<file path="config.mk">
export PLATFORM = sky130hd
export DESIGN_NAME = dcache_ways
export DESIGN_NICKNAME = d
export VERILOG_FILES = /design/src/design/dcache_pkg.sv /design/src/design/dcache_ways.sv
export SDC_FILE = /design/constraint.sdc
export NUM_CORES = 2
export LEC_CHECK = 0
export BUFFER_PORTS_ARGS = -buffer_cell sky130_fd_sc_hd__buf_2
export CORE_MARGIN = 2
export CORE_UTILIZATION = 25
export DETAILED_ROUTE_END_ITERATION = 10
export SLEW_MARGIN = 20
export SYNTH_ARGS = -nofsm -noshare
export SYNTH_HDL_FRONTEND = slang
export SYNTH_SLANG_ARGS = --single-unit
</file>
<file path="constraint.sdc">
create_clock -name clk -period 7 [get_ports clk]
set_input_delay 0.7 -clock clk [delete_from_list [all_inputs] [get_ports clk]]
set_output_delay 0.7 -clock clk [all_outputs]
set_load 0.03 [all_outputs]
</file>
<file path="src/design/dcache_pkg.sv">
package dcache_pkg;

    // byte address and data word
    parameter int addr_width = 32;
    parameter int word_width = 32;

    // byte position inside one word
    parameter int offset_width = 2;

    // core request size
    // byte lane comes from addr[1:0]
    // halfword lane comes from addr[1]
    typedef enum logic [1:0] {
        size_byte = 2'd0,
        size_half = 2'd1,
        size_word = 2'd2
    } size_t;

    // miss handling states
    // write_mem pushes a dirty victim out first
    // read_mem fetches the missing word and refills
    typedef enum logic [1:0] {
        idle      = 2'd0,
        write_mem = 2'd1,
        read_mem  = 2'd2
    } state_t;

endpackage

</file>
<file path="src/design/dcache_ways.sv">
module dcache_ways #(
    parameter int index_width = 4
) (
    input  logic clk,
    input  logic rst,

    // lookup address straight from the core
    input  logic [dcache_pkg::addr_width-1:0] cpu_addr,

    // update strobes from the controller
    input  logic                              line_we,
    input  logic                              line_dirty,
    input  logic                              touch,
    input  logic [dcache_pkg::word_width-1:0] line_wdata,

    // lookup result
    output logic                              hit,
    output logic                              sel_way,
    output logic                              sel_dirty,
    output logic [dcache_pkg::addr_width-index_width-dcache_pkg::offset_width-1:0] sel_tag,
    output logic [dcache_pkg::word_width-1:0] sel_data
);

    localparam int sets      = 1 << index_width;
    localparam int tag_width = dcache_pkg::addr_width - index_width - dcache_pkg::offset_width;

    // per way state bits, one bit per set
    logic [sets-1:0] valid_q [2];
    logic [sets-1:0] dirty_q [2];

    // one bit per set, holds the way touched last
    logic [sets-1:0] ru_q;

    // tag and data arrays
    logic [tag_width-1:0]              tag_q  [2][sets];
    logic [dcache_pkg::word_width-1:0] data_q [2][sets];

    logic [index_width-1:0] index;
    logic [tag_width-1:0]   tag;
    logic [1:0]             hit_vec;

    // address split
    assign index = cpu_addr[dcache_pkg::offset_width +: index_width];
    assign tag   = cpu_addr[dcache_pkg::addr_width-1 -: tag_width];

    // per way compare
    assign hit_vec[0] = valid_q[0][index] && (tag_q[0][index] == tag);
    assign hit_vec[1] = valid_q[1][index] && (tag_q[1][index] == tag);
    assign hit        = |hit_vec;

    // way choice
    // on a hit the matching way
    // on a miss an empty way first, else the older one
    always_comb begin
        if (hit_vec != 2'b00) begin
            sel_way = hit_vec[1];
        end else if (!valid_q[0][index]) begin
            sel_way = 1'b0;
        end else if (!valid_q[1][index]) begin
            sel_way = 1'b1;
        end else begin
            sel_way = ~ru_q[index];
        end
    end

    // contents of the chosen way
    assign sel_dirty = dirty_q[sel_way][index];
    assign sel_tag   = tag_q[sel_way][index];
    assign sel_data  = data_q[sel_way][index];

    // control bits, cleared on reset
    always_ff @(posedge clk) begin
        if (rst) begin
            valid_q[0] <= '0;
            valid_q[1] <= '0;
            dirty_q[0] <= '0;
            dirty_q[1] <= '0;
            ru_q       <= '0;
        end else begin
            if (line_we) begin
                valid_q[sel_way][index] <= 1'b1;
                dirty_q[sel_way][index] <= line_dirty;
            end
            // other way becomes the replacement candidate
            if (touch) begin
                ru_q[index] <= sel_way;
            end
        end
    end

    // tag and data words
    always_ff @(posedge clk) begin
        if (line_we) begin
            tag_q[sel_way][index]  <= tag;
            data_q[sel_way][index] <= line_wdata;
        end
    end

    // refill must only ever land in a way that misses
    // otherwise one set would hold the same tag twice
    a_no_dup_tag: assert property (
        @(posedge clk) disable iff (rst)
        !(valid_q[0][index] && valid_q[1][index] && (tag_q[0][index] == tag_q[1][index]))
    ) else $error("dcache_ways: set %0d holds the same tag in both ways", index);

endmodule

</file>
==> run_results.csv <==
group,metric,value,unit
route,drt-total-wl,249,mm
route,drtIter0Drc,5313,
critical_path,max_stage_delay,0.51,ns
hold_path,min_from,"cpu_addr[22]",
route,routed.top_layer,"met5",
synth,synth-async-reset-ratio,0,%
route,drc,0,
power_and_ir_drop,p_total,24100,uW
clocking,clk_path_buf_depth,4,
clocking,cts.htree.levels,4,
final_layout,fin_area,0.0945,mm2
synth,syn-num-nets,4874,
route,met1Wirelength,97.3,mm
critical_path,start_kind,"input pin",
critical_path,cp_data_required_time,6.30,ns
clocking,hold_buffers,0,
hold_path,hold_depth,1,
synth,synth_edf_count,1888,
power_and_ir_drop,power_frac_seq,53.2,%
floorplanning,die_w,573,um
synth,synth.mux.area_fraction,15.7,%
synth,synth_compound_area_share,4.37,%
placed_design,place_area,0.0888,mm2
sta,setup_viol,0,
synth,ys_types,78,
power_and_ir_drop,max-vdd-ir-drop,0.000205,V
critical_path,crit_path_end_kind,"primary output",
sta,report.final.slew_viol_count,0,
power_and_ir_drop,clockPowerShare,39.3,%
synth,synth_top_area_share,70.0,%
sta,clock-skew-final,0.0599,ns
floorplanning,coreArea,0.323,mm2
floorplanning,die_y,573,um
placed_design,place.gp.congestion,0.902,
synth,ys_top_cells_by_count,"edfxtp_1 (1888), mux2i_1 (540), nand2_1 (351)",
sta,hold_viol,0,
synth,synthAdderAreaFrac,0,%
floorplanning,core.rowCount,209,
grt,gr-total-overflow,0,
sta,relSlewSlack,23.0,%
final_layout,final_util,29.2,%
clocking,tritoncts,"built",
hold_path,holdPathEnd,"tag_q[1][16]$_DFFE_PP_",
final_layout,fin_nets,5157,
clocking,cts_buffers,177,
synth,yosys_warnings,0,
final_layout,drive_gt1_share,21.9,%
placed_design,hpwl,144,mm
floorplanning,die_area,0.329,mm2
floorplanning,ioPinCount,130,
synth,synth_ff_type,"edfxtp_1",
synth,synthTopCellsByArea,"edfxtp_1 (70%), mux4_2 (8.2%), mux2i_1 (6.7%)",
clocking,cts.clk_slew.worst_paths,0.06,ns
clocking,cts-root-buf,"clkbuf_16",
synth,synth_xor_area_share,0.422,%
synth,syn_area,0.0810,mm2
grt,grt_pass1_wl,351,mm
power_and_ir_drop,p_leak,0.0320,uW
critical_path,r2r-start,"tag_q[1][91]$_DFFE_PP_",
power_and_ir_drop,power_switching,5420,uW
route,postRouteAntennaNets,0,
synth,avgSynthCellArea,16.9,um2
critical_path,cp_max_fo,59,
synth,yosysSeqAreaShare,71.2,%
hold_path,min_path_type,"in2reg",
grt,antenna_found_initial,45,
sta,setup_tns,0,ns
placed_design,io_buffers,127,
route,dr.pass1.iters,8,
final_layout,area_delta_synth_final,16.7,%
synth,netlist_instances,4805,
synth,post-synth-top-count-cell,"edfxtp_1",
route,met2WireLength,122,mm
run,drv_cap,0,
synth,netlist.top_cell.by_area,"edfxtp_1",
status,outcome,"complete, no violations",
floorplanning,start_util,25.1,%
route,viasPerCell,4.97,
critical_path,rr_endpoint,"tag_q[1][144]$_DFFE_PP_",
route,routedWlPerCell,26.1,um
grt,grt_pass1_vias,47000,
critical_path,rrSetupSlack,1.43,ns
critical_path,crit_path_top_delay_cell,"nor4_4",
sta,period_needed,6.77,ns
grt,grt_max_degree,80,
critical_path,crit_path_cell_trace,"buf_12 > buf_4 > buf_4 > nand2b_4 > o22ai_1 > nor4_1 > nor4_1 > nand4b_1 > nor4_2 > nand4_1 > a21oi_4 > buf_12 > buf_12 > buf_12 > buf_12 > mux2i_1 > o22ai_1 > nor3_1 > nor4_4 > buf_4 > buf_2",
sta,worst_pin_slew,1.15,ns
synth,synth_top_family_by_area,"multiplexers",
route,met3_length,18.5,mm
clocking,clock_sinks,1936,
critical_path,timing.critical_path.mode_cell,"buf_12",
power_and_ir_drop,power.density,255,mW/mm2
synth,synth_seq_cells,1936,
grt,grt_use_total,14.6,%
critical_path,path_class,"in2out",
power_and_ir_drop,intPower,18700,uW
power_and_ir_drop,p_comb_share,7.5,%
sta,timing.fmax,0.148,GHz
critical_path,crit_arrival,6.07,ns
clocking,insertion_delay,0.84,ns
synth,synthSimpleGateAreaFrac,5.89,%
critical_path,reg2reg_depth,13,
power_and_ir_drop,p_sw_share,22.5,%
sta,finalCritPeriodShare,96.7,%
route,route.vias.total,47500,
how the worst max path moves through the flow:
| stage | startpoint | endpoint | slack [ns] | cells after the start |
|---|---|---|---|---|
| 2_1_floorplan | cpu_addr[3] | dirty_q[0][0]$_SDFFCE_PN0P_ | 0.18 | 17 |
| 3_3_place_gp | cpu_addr[3] | sel_data[28] | -0.22 | 20 |
| 3_5_place_dp | cpu_addr[3] | sel_data[26] | -0.32 | 21 |
| 4_1_cts | cpu_addr[3] | sel_data[26] | 0.006 | 21 |
| 5_1_grt | cpu_addr[2] | sel_data[27] | -0.003 | 19 |
| 6_report | cpu_addr[3] | sel_data[28] | 0.23 | 21 |
flip-flops by register name (all words and copies together) (netlist names):
name and count:
valid_q 32, data_q 1024, tag_q 832, dirty_q 32, ru_q 16
power by group through the flow:
stage / Clock (uW) / Combinational [uW] / Sequential, uW
6_report: 9470 / 1800 / 12800
4_1_cts: 9610 / 1790 / 12800
3_3_place_gp: 0 / 1760 / 13100
2_1_floorplan: 0 / 984 / 13100
3_5_place_dp: 0 / 1790 / 13100
5_1_grt: 10000 / 1890 / 12800
cell usage in the layout, fill, tap and decap left out, types with 31 or more instances in the layout:
master	netlist	layout
nand2_1	351	350
edfxtp_1	1888	1888
a21oi_1	161	160
mux4_2	296	296
buf_4	50	221
nor3_1	199	199
o21ai_0	91	91
xnor2_1	31	31
clkinv_1	1	32
clkinv_2	0	39
mux2i_1	540	540
buf_12	2	85
or2_2	36	35
buf_2	68	123
o22ai_1	177	177
nor2_1	100	65
dfxtp_1	48	48
mux2_2	51	51
clkbuf_16	0	182
nand3_1	225	225
nor2_4	0	35
repair_timing:
action                                  CTS  global route
endpoints found under the setup margin    6            21
buffers inserted                          0             0
resized for setup                         6            11
metrics by stage:
| stage | instances | hold slack, ns | worst slack, ns |
|---|---|---|---|
| 2_1_floorplan | 4805 | 0.435 | 0.185 |
| 3_3_place_gp | 9233 | 0.445 | -0.218 |
| 3_5_place_dp | 9234 | 0.460 | -0.317 |
| 4_1_cts | 9544 | 0.267 | 0.00562 |
| 5_1_grt | 9552 | 0.314 | -0.00284 |
| 6_report | 9559 | 0.310 | 0.234 |
kinds of logic (layout without fill, tap and decap cells):
family          count (synthesis)  after routing
compound gates                569            569
simple gates                 1020           1020
buf+inv                       348            762
xor+xnor                       39             39
flops                        1936           1936
other cells                     0             15
mux                           893            893
metal layers:
| metal | track usage [%] | vias to the layer above |
|---|---|---|
| li1 | - | 19800 |
| met1 | 18.3 | 24900 |
| met2 | 24.7 | 2237 |
| met3 | 2.26 | 573 |
| met4 | 6.73 | 14 |
| met5 | 0 | - |
layout make-up:
cell class	instances	area (um2)
Antenna cell	15	37.5
Clock buffer	212	4690
Clock inverter	98	835
Fill cell	32000	229000
Inverter	22	96.3
Multi-Input combinational cell	2521	21800
Sequential cell	1936	57700
Tap cell	4325	5410
Timing Repair Buffer	430	3990
worst max-delay path: cells and delay by family:
kind            cells  cell delay (ns)
simple gates        8             2.08
compound gates      3             0.69
buf+inv             9             2.28
mux                 1             0.07
(Power assumes the default switching activity.)
