`src/design/dcache_pkg.sv`:
```
package dcache_pkg;

    // byte address and data word
    parameter int addr_width = 32;
    parameter int word_width = 32;

    // byte position inside one word
    parameter int offset_width = 2;

    // core request size
    // byte lane comes from addr[1:0]
    // halfword lane comes from addr[1]
    typedef enum logic [1:0] {
        size_byte = 2'd0,
        size_half = 2'd1,
        size_word = 2'd2
    } size_t;

    // miss handling states
    // write_mem pushes a dirty victim out first
    // read_mem fetches the missing word and refills
    typedef enum logic [1:0] {
        idle      = 2'd0,
        write_mem = 2'd1,
        read_mem  = 2'd2
    } state_t;

endpackage

```
`src/design/dcache_ctrl.sv`:
```
module dcache_ctrl #(
    parameter int index_width = 4
) (
    input  logic clk,
    input  logic rst,

    // core side
    input  logic                              cpu_req,
    input  logic                              cpu_wr,
    input  dcache_pkg::size_t                 cpu_size,
    input  logic [dcache_pkg::addr_width-1:0] cpu_addr,
    input  logic [dcache_pkg::word_width-1:0] cpu_wdata,
    output logic [dcache_pkg::word_width-1:0] cpu_rdata,
    output logic                              cpu_addr_ok,
    output logic                              cpu_data_ok,

    // way store lookup
    input  logic                              hit,
    input  logic                              sel_way,
    input  logic                              sel_dirty,
    input  logic [dcache_pkg::addr_width-index_width-dcache_pkg::offset_width-1:0] sel_tag,
    input  logic [dcache_pkg::word_width-1:0] sel_data,

    // way store update
    output logic                              line_we,
    output logic [dcache_pkg::word_width-1:0] line_wdata,
    output logic                              line_dirty,
    output logic                              touch,

    // memory side
    output logic                              mem_req,
    output logic                              mem_wr,
    output logic [dcache_pkg::addr_width-1:0] mem_addr,
    output logic [dcache_pkg::word_width-1:0] mem_wdata,
    input  logic [dcache_pkg::word_width-1:0] mem_rdata,
    input  logic                              mem_addr_ok,
    input  logic                              mem_data_ok
);

    dcache_pkg::state_t state;

    // memory took the address, waiting for data
    logic addr_acc;

    logic                              in_idle;
    logic                              in_read;
    logic                              hit_req;
    logic                              refill;
    logic [index_width-1:0]            index;
    logic [3:0]                        byte_mask;
    logic [dcache_pkg::word_width-1:0] bit_mask;
    logic [dcache_pkg::word_width-1:0] merge_base;

    assign in_idle = (state == dcache_pkg::idle);
    assign in_read = (state == dcache_pkg::read_mem);
    assign index   = cpu_addr[dcache_pkg::offset_width +: index_width];

    // hit served combinationally in idle
    assign hit_req = in_idle && cpu_req && hit;
    // refill word arrives
    assign refill  = in_read && mem_data_ok;

    // miss FSM
    always_ff @(posedge clk) begin
        if (rst) begin
            state <= dcache_pkg::idle;
        end else begin
            case (state)
                dcache_pkg::idle: begin
                    // dirty victim goes back to memory first
                    if (cpu_req && !hit) begin
                        state <= sel_dirty ? dcache_pkg::write_mem : dcache_pkg::read_mem;
                    end
                end
                dcache_pkg::write_mem: begin
                    if (mem_data_ok) begin
                        state <= dcache_pkg::read_mem;
                    end
                end
                dcache_pkg::read_mem: begin
                    if (mem_data_ok) begin
                        state <= dcache_pkg::idle;
                    end
                end
                default: begin
                    state <= dcache_pkg::idle;
                end
            endcase
        end
    end

    // mem_req drops once accepted, rises again after data_ok
    always_ff @(posedge clk) begin
        if (rst) begin
            addr_acc <= 1'b0;
        end else if (mem_data_ok) begin
            addr_acc <= 1'b0;
        end else if (mem_req && mem_addr_ok) begin
            addr_acc <= 1'b1;
        end
    end

    assign mem_req = !in_idle && !addr_acc;
    assign mem_wr  = (state == dcache_pkg::write_mem);

    // write-back goes to the victim's own address
    assign mem_addr = mem_wr ? {sel_tag, index, {dcache_pkg::offset_width{1'b0}}}
                             : {cpu_addr[dcache_pkg::addr_width-1:dcache_pkg::offset_width],
                                {dcache_pkg::offset_width{1'b0}}};
    assign mem_wdata = sel_data;

    // byte lanes of the store
    always_comb begin
        case (cpu_size)
            dcache_pkg::size_byte: byte_mask = 4'b0001 << cpu_addr[1:0];
            dcache_pkg::size_half: byte_mask = cpu_addr[1] ? 4'b1100 : 4'b0011;
            default:               byte_mask = 4'b1111;
        endcase
    end

    // loads keep the base word untouched
    always_comb begin
        for (int i = 0; i < 4; i++) begin
            bit_mask[8*i +: 8] = {8{byte_mask[i] & cpu_wr}};
        end
    end

    // store merges into the refilled word or the hit word
    assign merge_base = in_read ? mem_rdata : sel_data;
    assign line_wdata = (merge_base & ~bit_mask) | (cpu_wdata & bit_mask);

    // line update on store hit or any refill
    assign line_we    = (hit_req && cpu_wr) || refill;
    assign line_dirty = cpu_wr;
    assign touch      = cpu_data_ok;

    // core acknowledges
    assign cpu_addr_ok = hit_req || (in_read && mem_req && mem_addr_ok);
    assign cpu_data_ok = hit_req || refill;
    assign cpu_rdata   = in_read ? mem_rdata : sel_data;

    // refill ack relies on the core still holding its request
    a_data_ok_req: assert property (
        @(posedge clk) disable iff (rst)
        cpu_data_ok |-> cpu_req
    ) else $error("dcache_ctrl: cpu_data_ok without cpu_req");

    // write-back only while the lookup still misses
    a_wr_in_write_mem: assert property (
        @(posedge clk) disable iff (rst)
        mem_wr |-> !hit
    ) else $error("dcache_ctrl: write-back while the lookup hits");

    // victim way must not move during a miss
    a_victim_stable: assert property (
        @(posedge clk) disable iff (rst)
        !in_idle |-> $stable(sel_way)
    ) else $error("dcache_ctrl: victim way changed during a miss");

endmodule

```
`config.mk`:
```
export PLATFORM = sky130hd
export DESIGN_NAME = dcache_ctrl
export DESIGN_NICKNAME = d
export VERILOG_FILES = /design/src/design/dcache_pkg.sv /design/src/design/dcache_ctrl.sv
export SDC_FILE = /design/constraint.sdc
export NUM_CORES = 1
export LEC_CHECK = 0
export CELL_PAD_IN_SITES_DETAIL_PLACEMENT = 1
export CELL_PAD_IN_SITES_GLOBAL_PLACEMENT = 1
export CORE_AREA = 8 8 109 111
export CTS_BUF_LIST = sky130_fd_sc_hd__clkbuf_8
export CTS_CLUSTER_SIZE = 30
export DETAILED_ROUTE_END_ITERATION = 10
export DIE_AREA = 0 0 117 119
export DONT_BUFFER_PORTS = 1
export GPL_ROUTABILITY_DRIVEN = 0
export PLACE_DENSITY = 0.55
export SLEW_MARGIN = 20
export SYNTH_ARGS = -nofsm -noshare
export SYNTH_HDL_FRONTEND = slang
export SYNTH_SLANG_ARGS = --single-unit
```
`constraint.sdc`:
```
create_clock -name clk -period 4.6 [get_ports clk]
set_input_delay 1.15 -clock clk [delete_from_list [all_inputs] [get_ports clk]]
set_output_delay 1.15 -clock clk [all_outputs]
set_load 0.02 [all_outputs]
```
==> impl_metrics.csv <==
group,metric,value,unit
job,cap_violations,0,
drt,postRouteAntennaNets,0,
timing,layout_min_cycle_time,3660,ps
grt,grtUsageTotal,9.40,%
logic_synthesis,synth_ff_type,"dfxtp_1",
clock_tree,cts_max_path_buffers,2,
logic_synthesis,yosysTopAreaCell,"mux2_4",
logic_synthesis,synth_area,0.00194,mm²
setup_path,critPathCaptureType,"output port",
cells_and_area,final_nets,297,
drt,first_pass_iters,4,
logic_synthesis,ys_seq_elements,3,
clock_tree,ctsHtreeMaxLevel,1,
cells_and_area,layout.cells.non_filler,267,
clock_tree,holdBufCountCts,0,
timing,fin_crit_sh,79.5,%
logic_synthesis,synthArstFlopShare,0,%
power,peakVddDrop,0.0852,mV
timing,hold_viol_final,0,
timing,finClkSkew,4.62,ps
drt,vias,1218,
cells_and_area,num_antenna_cells,0,
logic_synthesis,synth_area_leaders,"mux2_4 (45%), buf_4 (16%), mux2_2 (14%), mux2_1 (4.6%), buf_12 (3.1%)",
cells_and_area,fillers,1187,
die,chipWidth,117,µm
drt,wl_per_cell,28.3,µm
drt,drc,0,
die,ios,300,
logic_synthesis,synth_edf_count,0,
grt,antenna_found_initial,0,
setup_path,crit_top_cell,"mux2_4",
power,powerDensity,228,mW/mm²
die,die_h,119,µm
grt,grt_pass1_vias,1478,
setup_path,crit_family,"multiplexers",
setup_path,required,3450,ps
die,core-area,0.0101,mm²
clock_tree,numCtsBuffers,3,
setup_path,worst_path_max_delay_cell,"nor2b_4",
setup_path,crit_buf_inv,1,
logic_synthesis,ys_warn_count,0,
clock_tree,clock_sinks,3,
clock_tree,clkSlewWorstSetupHoldPaths,30,ps
drt,first_iter_violations,59,
clock_tree,cts_tree,"yes",
clock_tree,root_buffer,"clkbuf_8",
timing,worst_pin_slew,691,ps
timing,slew_headroom,53.8,%
clock_tree,cts_resized,0,
timing,maxSlewViolCount,0,
timing,totalNegativeSetupSlack,0,ps
cells_and_area,area_growth,-8.51,%
die,die-area,0.0139,mm²
timing,max_freq,274,MHz
setup_path,critPathMaxStageDelay,600,ps
logic_synthesis,syn_area_per_cell,11.3,µm²
logic_synthesis,synth_cell_types,29,
timing,finalSetupViolCount,0,
setup_path,worst-setup-path-type,"flip-flop to output port",
setup_path,cp_cell_sequence,"nor2b_4, buf_4, mux2_4, mux2_4",
power,p_leak,0.709,nW
worst_hold_path,hold_class,"flip-flop to flip-flop",
logic_synthesis,yosysTopAreaCellShare,44.9,%
placement,port-buffer-count,0,
grt,grt-ovfl-total,0,
setup_path,startpoint_type,"flip-flop",
drt,routed_wl,7570,µm
drt,vias_per_cell,4.56,
grt,grt_max_degree,28,
setup_path,critPathMaxFanout,19,
status,status,"finished clean",
setup_path,reg2reg_slack,3540,ps
logic_synthesis,ys_seq_area_share,3.09,%
die,num_rows,37,
setup_path,cp.arrival,2510,ps
logic_synthesis,syn-instance-count,172,
clock_tree,clkLatencyLatePin,210,ps
cells_and_area,fin_util,17.6,%
clock_tree,postCtsSetupRepairBufs,0,
placement,hpwl,6990,µm
timing,rsz0062_at_grt,"false",
placement,dp.cells,263,
grt,grt_pass1_wl,10200,µm
cells_and_area,drive_above_1_share,73.3,%
die,start_util,19.2,%
==> stage by stage <==
stage          area [µm²]  setup slack (ps)  power [mW]  hold WS [ps]
2_1_floorplan        1940              1170       0.361           446
3_3_place_gp         1730               997       0.334           468
3_5_place_dp         1730               984       0.337           469
4_1_cts              1770               932       0.412           492
5_1_grt              1780               764       0.424           516
6_report             1780               945       0.405           490
==> sequential cells by signal, indices dropped and copies added (netlist names) <==
register,cells
addr_acc,1
state,2
==> worst reg2reg max path: cells and delay by family (launching register included) <==
| kind | cells | cell delay [ps] |
|---|---|---|
| flip-flops | 1 | 520 |
| AND/OR/NAND/NOR | 3 | 410 |
==> where the power goes <==
| group | switching, mW | internal [mW] |
|---|---|---|
| sequential | 0.00323 | 0.0275 |
| combinational | 0.183 | 0.118 |
| clock | 0.0164 | 0.0567 |
==> path summary, 6_finish.rpt <==
| path | from | to | cells past startpoint |
|---|---|---|---|
| max | state[1] | line_wdata[20] | 4 |
| min | addr_acc | addr_acc | 2 |
| max reg2reg | state[0] | state[0] | 3 |
| min reg2reg | addr_acc | addr_acc | 2 |
==> cells in the mapped netlist, drive strengths merged, types with 2 or more instances <==
library cell	count
a21oi	5
a31oi	2
nor2b	4
nor2	3
buf	49
dfxtp	3
nor3	2
mux2	90
==> layout make-up <==
type,count,area (µm²),share of cell area (%)
Tap cell,136,170,9.58
Multi-Input combinational cell,120,1470,83.0
Sequential cell,3,60.1,3.38
Clock buffer,3,41.3,2.33
Timing Repair Buffer,3,22.5,1.27
Clock inverter,1,3.75,0.211
Inverter,1,3.75,0.211
==> cell usage in the layout, fill, tap and decap left out, drive strengths merged <==
| master | n |
|---|---|
| nand2b | 1 |
| o21ai | 1 |
| clkbuf | 3 |
| and4bb | 1 |
| inv | 2 |
| nand3b | 1 |
| a31oi | 2 |
| or2 | 1 |
| nor2 | 3 |
| and2b | 1 |
| a211oi | 1 |
| dfxtp | 3 |
| a2111oi | 1 |
| nand3 | 1 |
| buf | 3 |
| a21oi | 5 |
| mux2 | 90 |
| nor3 | 2 |
| nor3b | 1 |
| conb | 2 |
| and2 | 1 |
| nand2 | 1 |
| nor2b | 4 |
==> kinds of logic after synthesis <==
family / share of synthesized area (%)
buffers and inverters: 21.5
AO/OA/AOI/OAI: 5.74
AND/OR/NAND/NOR: 6.00
other: 0.193
multiplexers: 63.4
flip-flops: 3.09
==> layer usage <==
metal / GRT usage (%) / routed length [µm]
met4: 2.00 / 120
met2: 19.0 / 4050
met1: 8.40 / 2320
met5: 0 / 0
met3: 3.49 / 1080
Power figures use the tool's default switching activity.
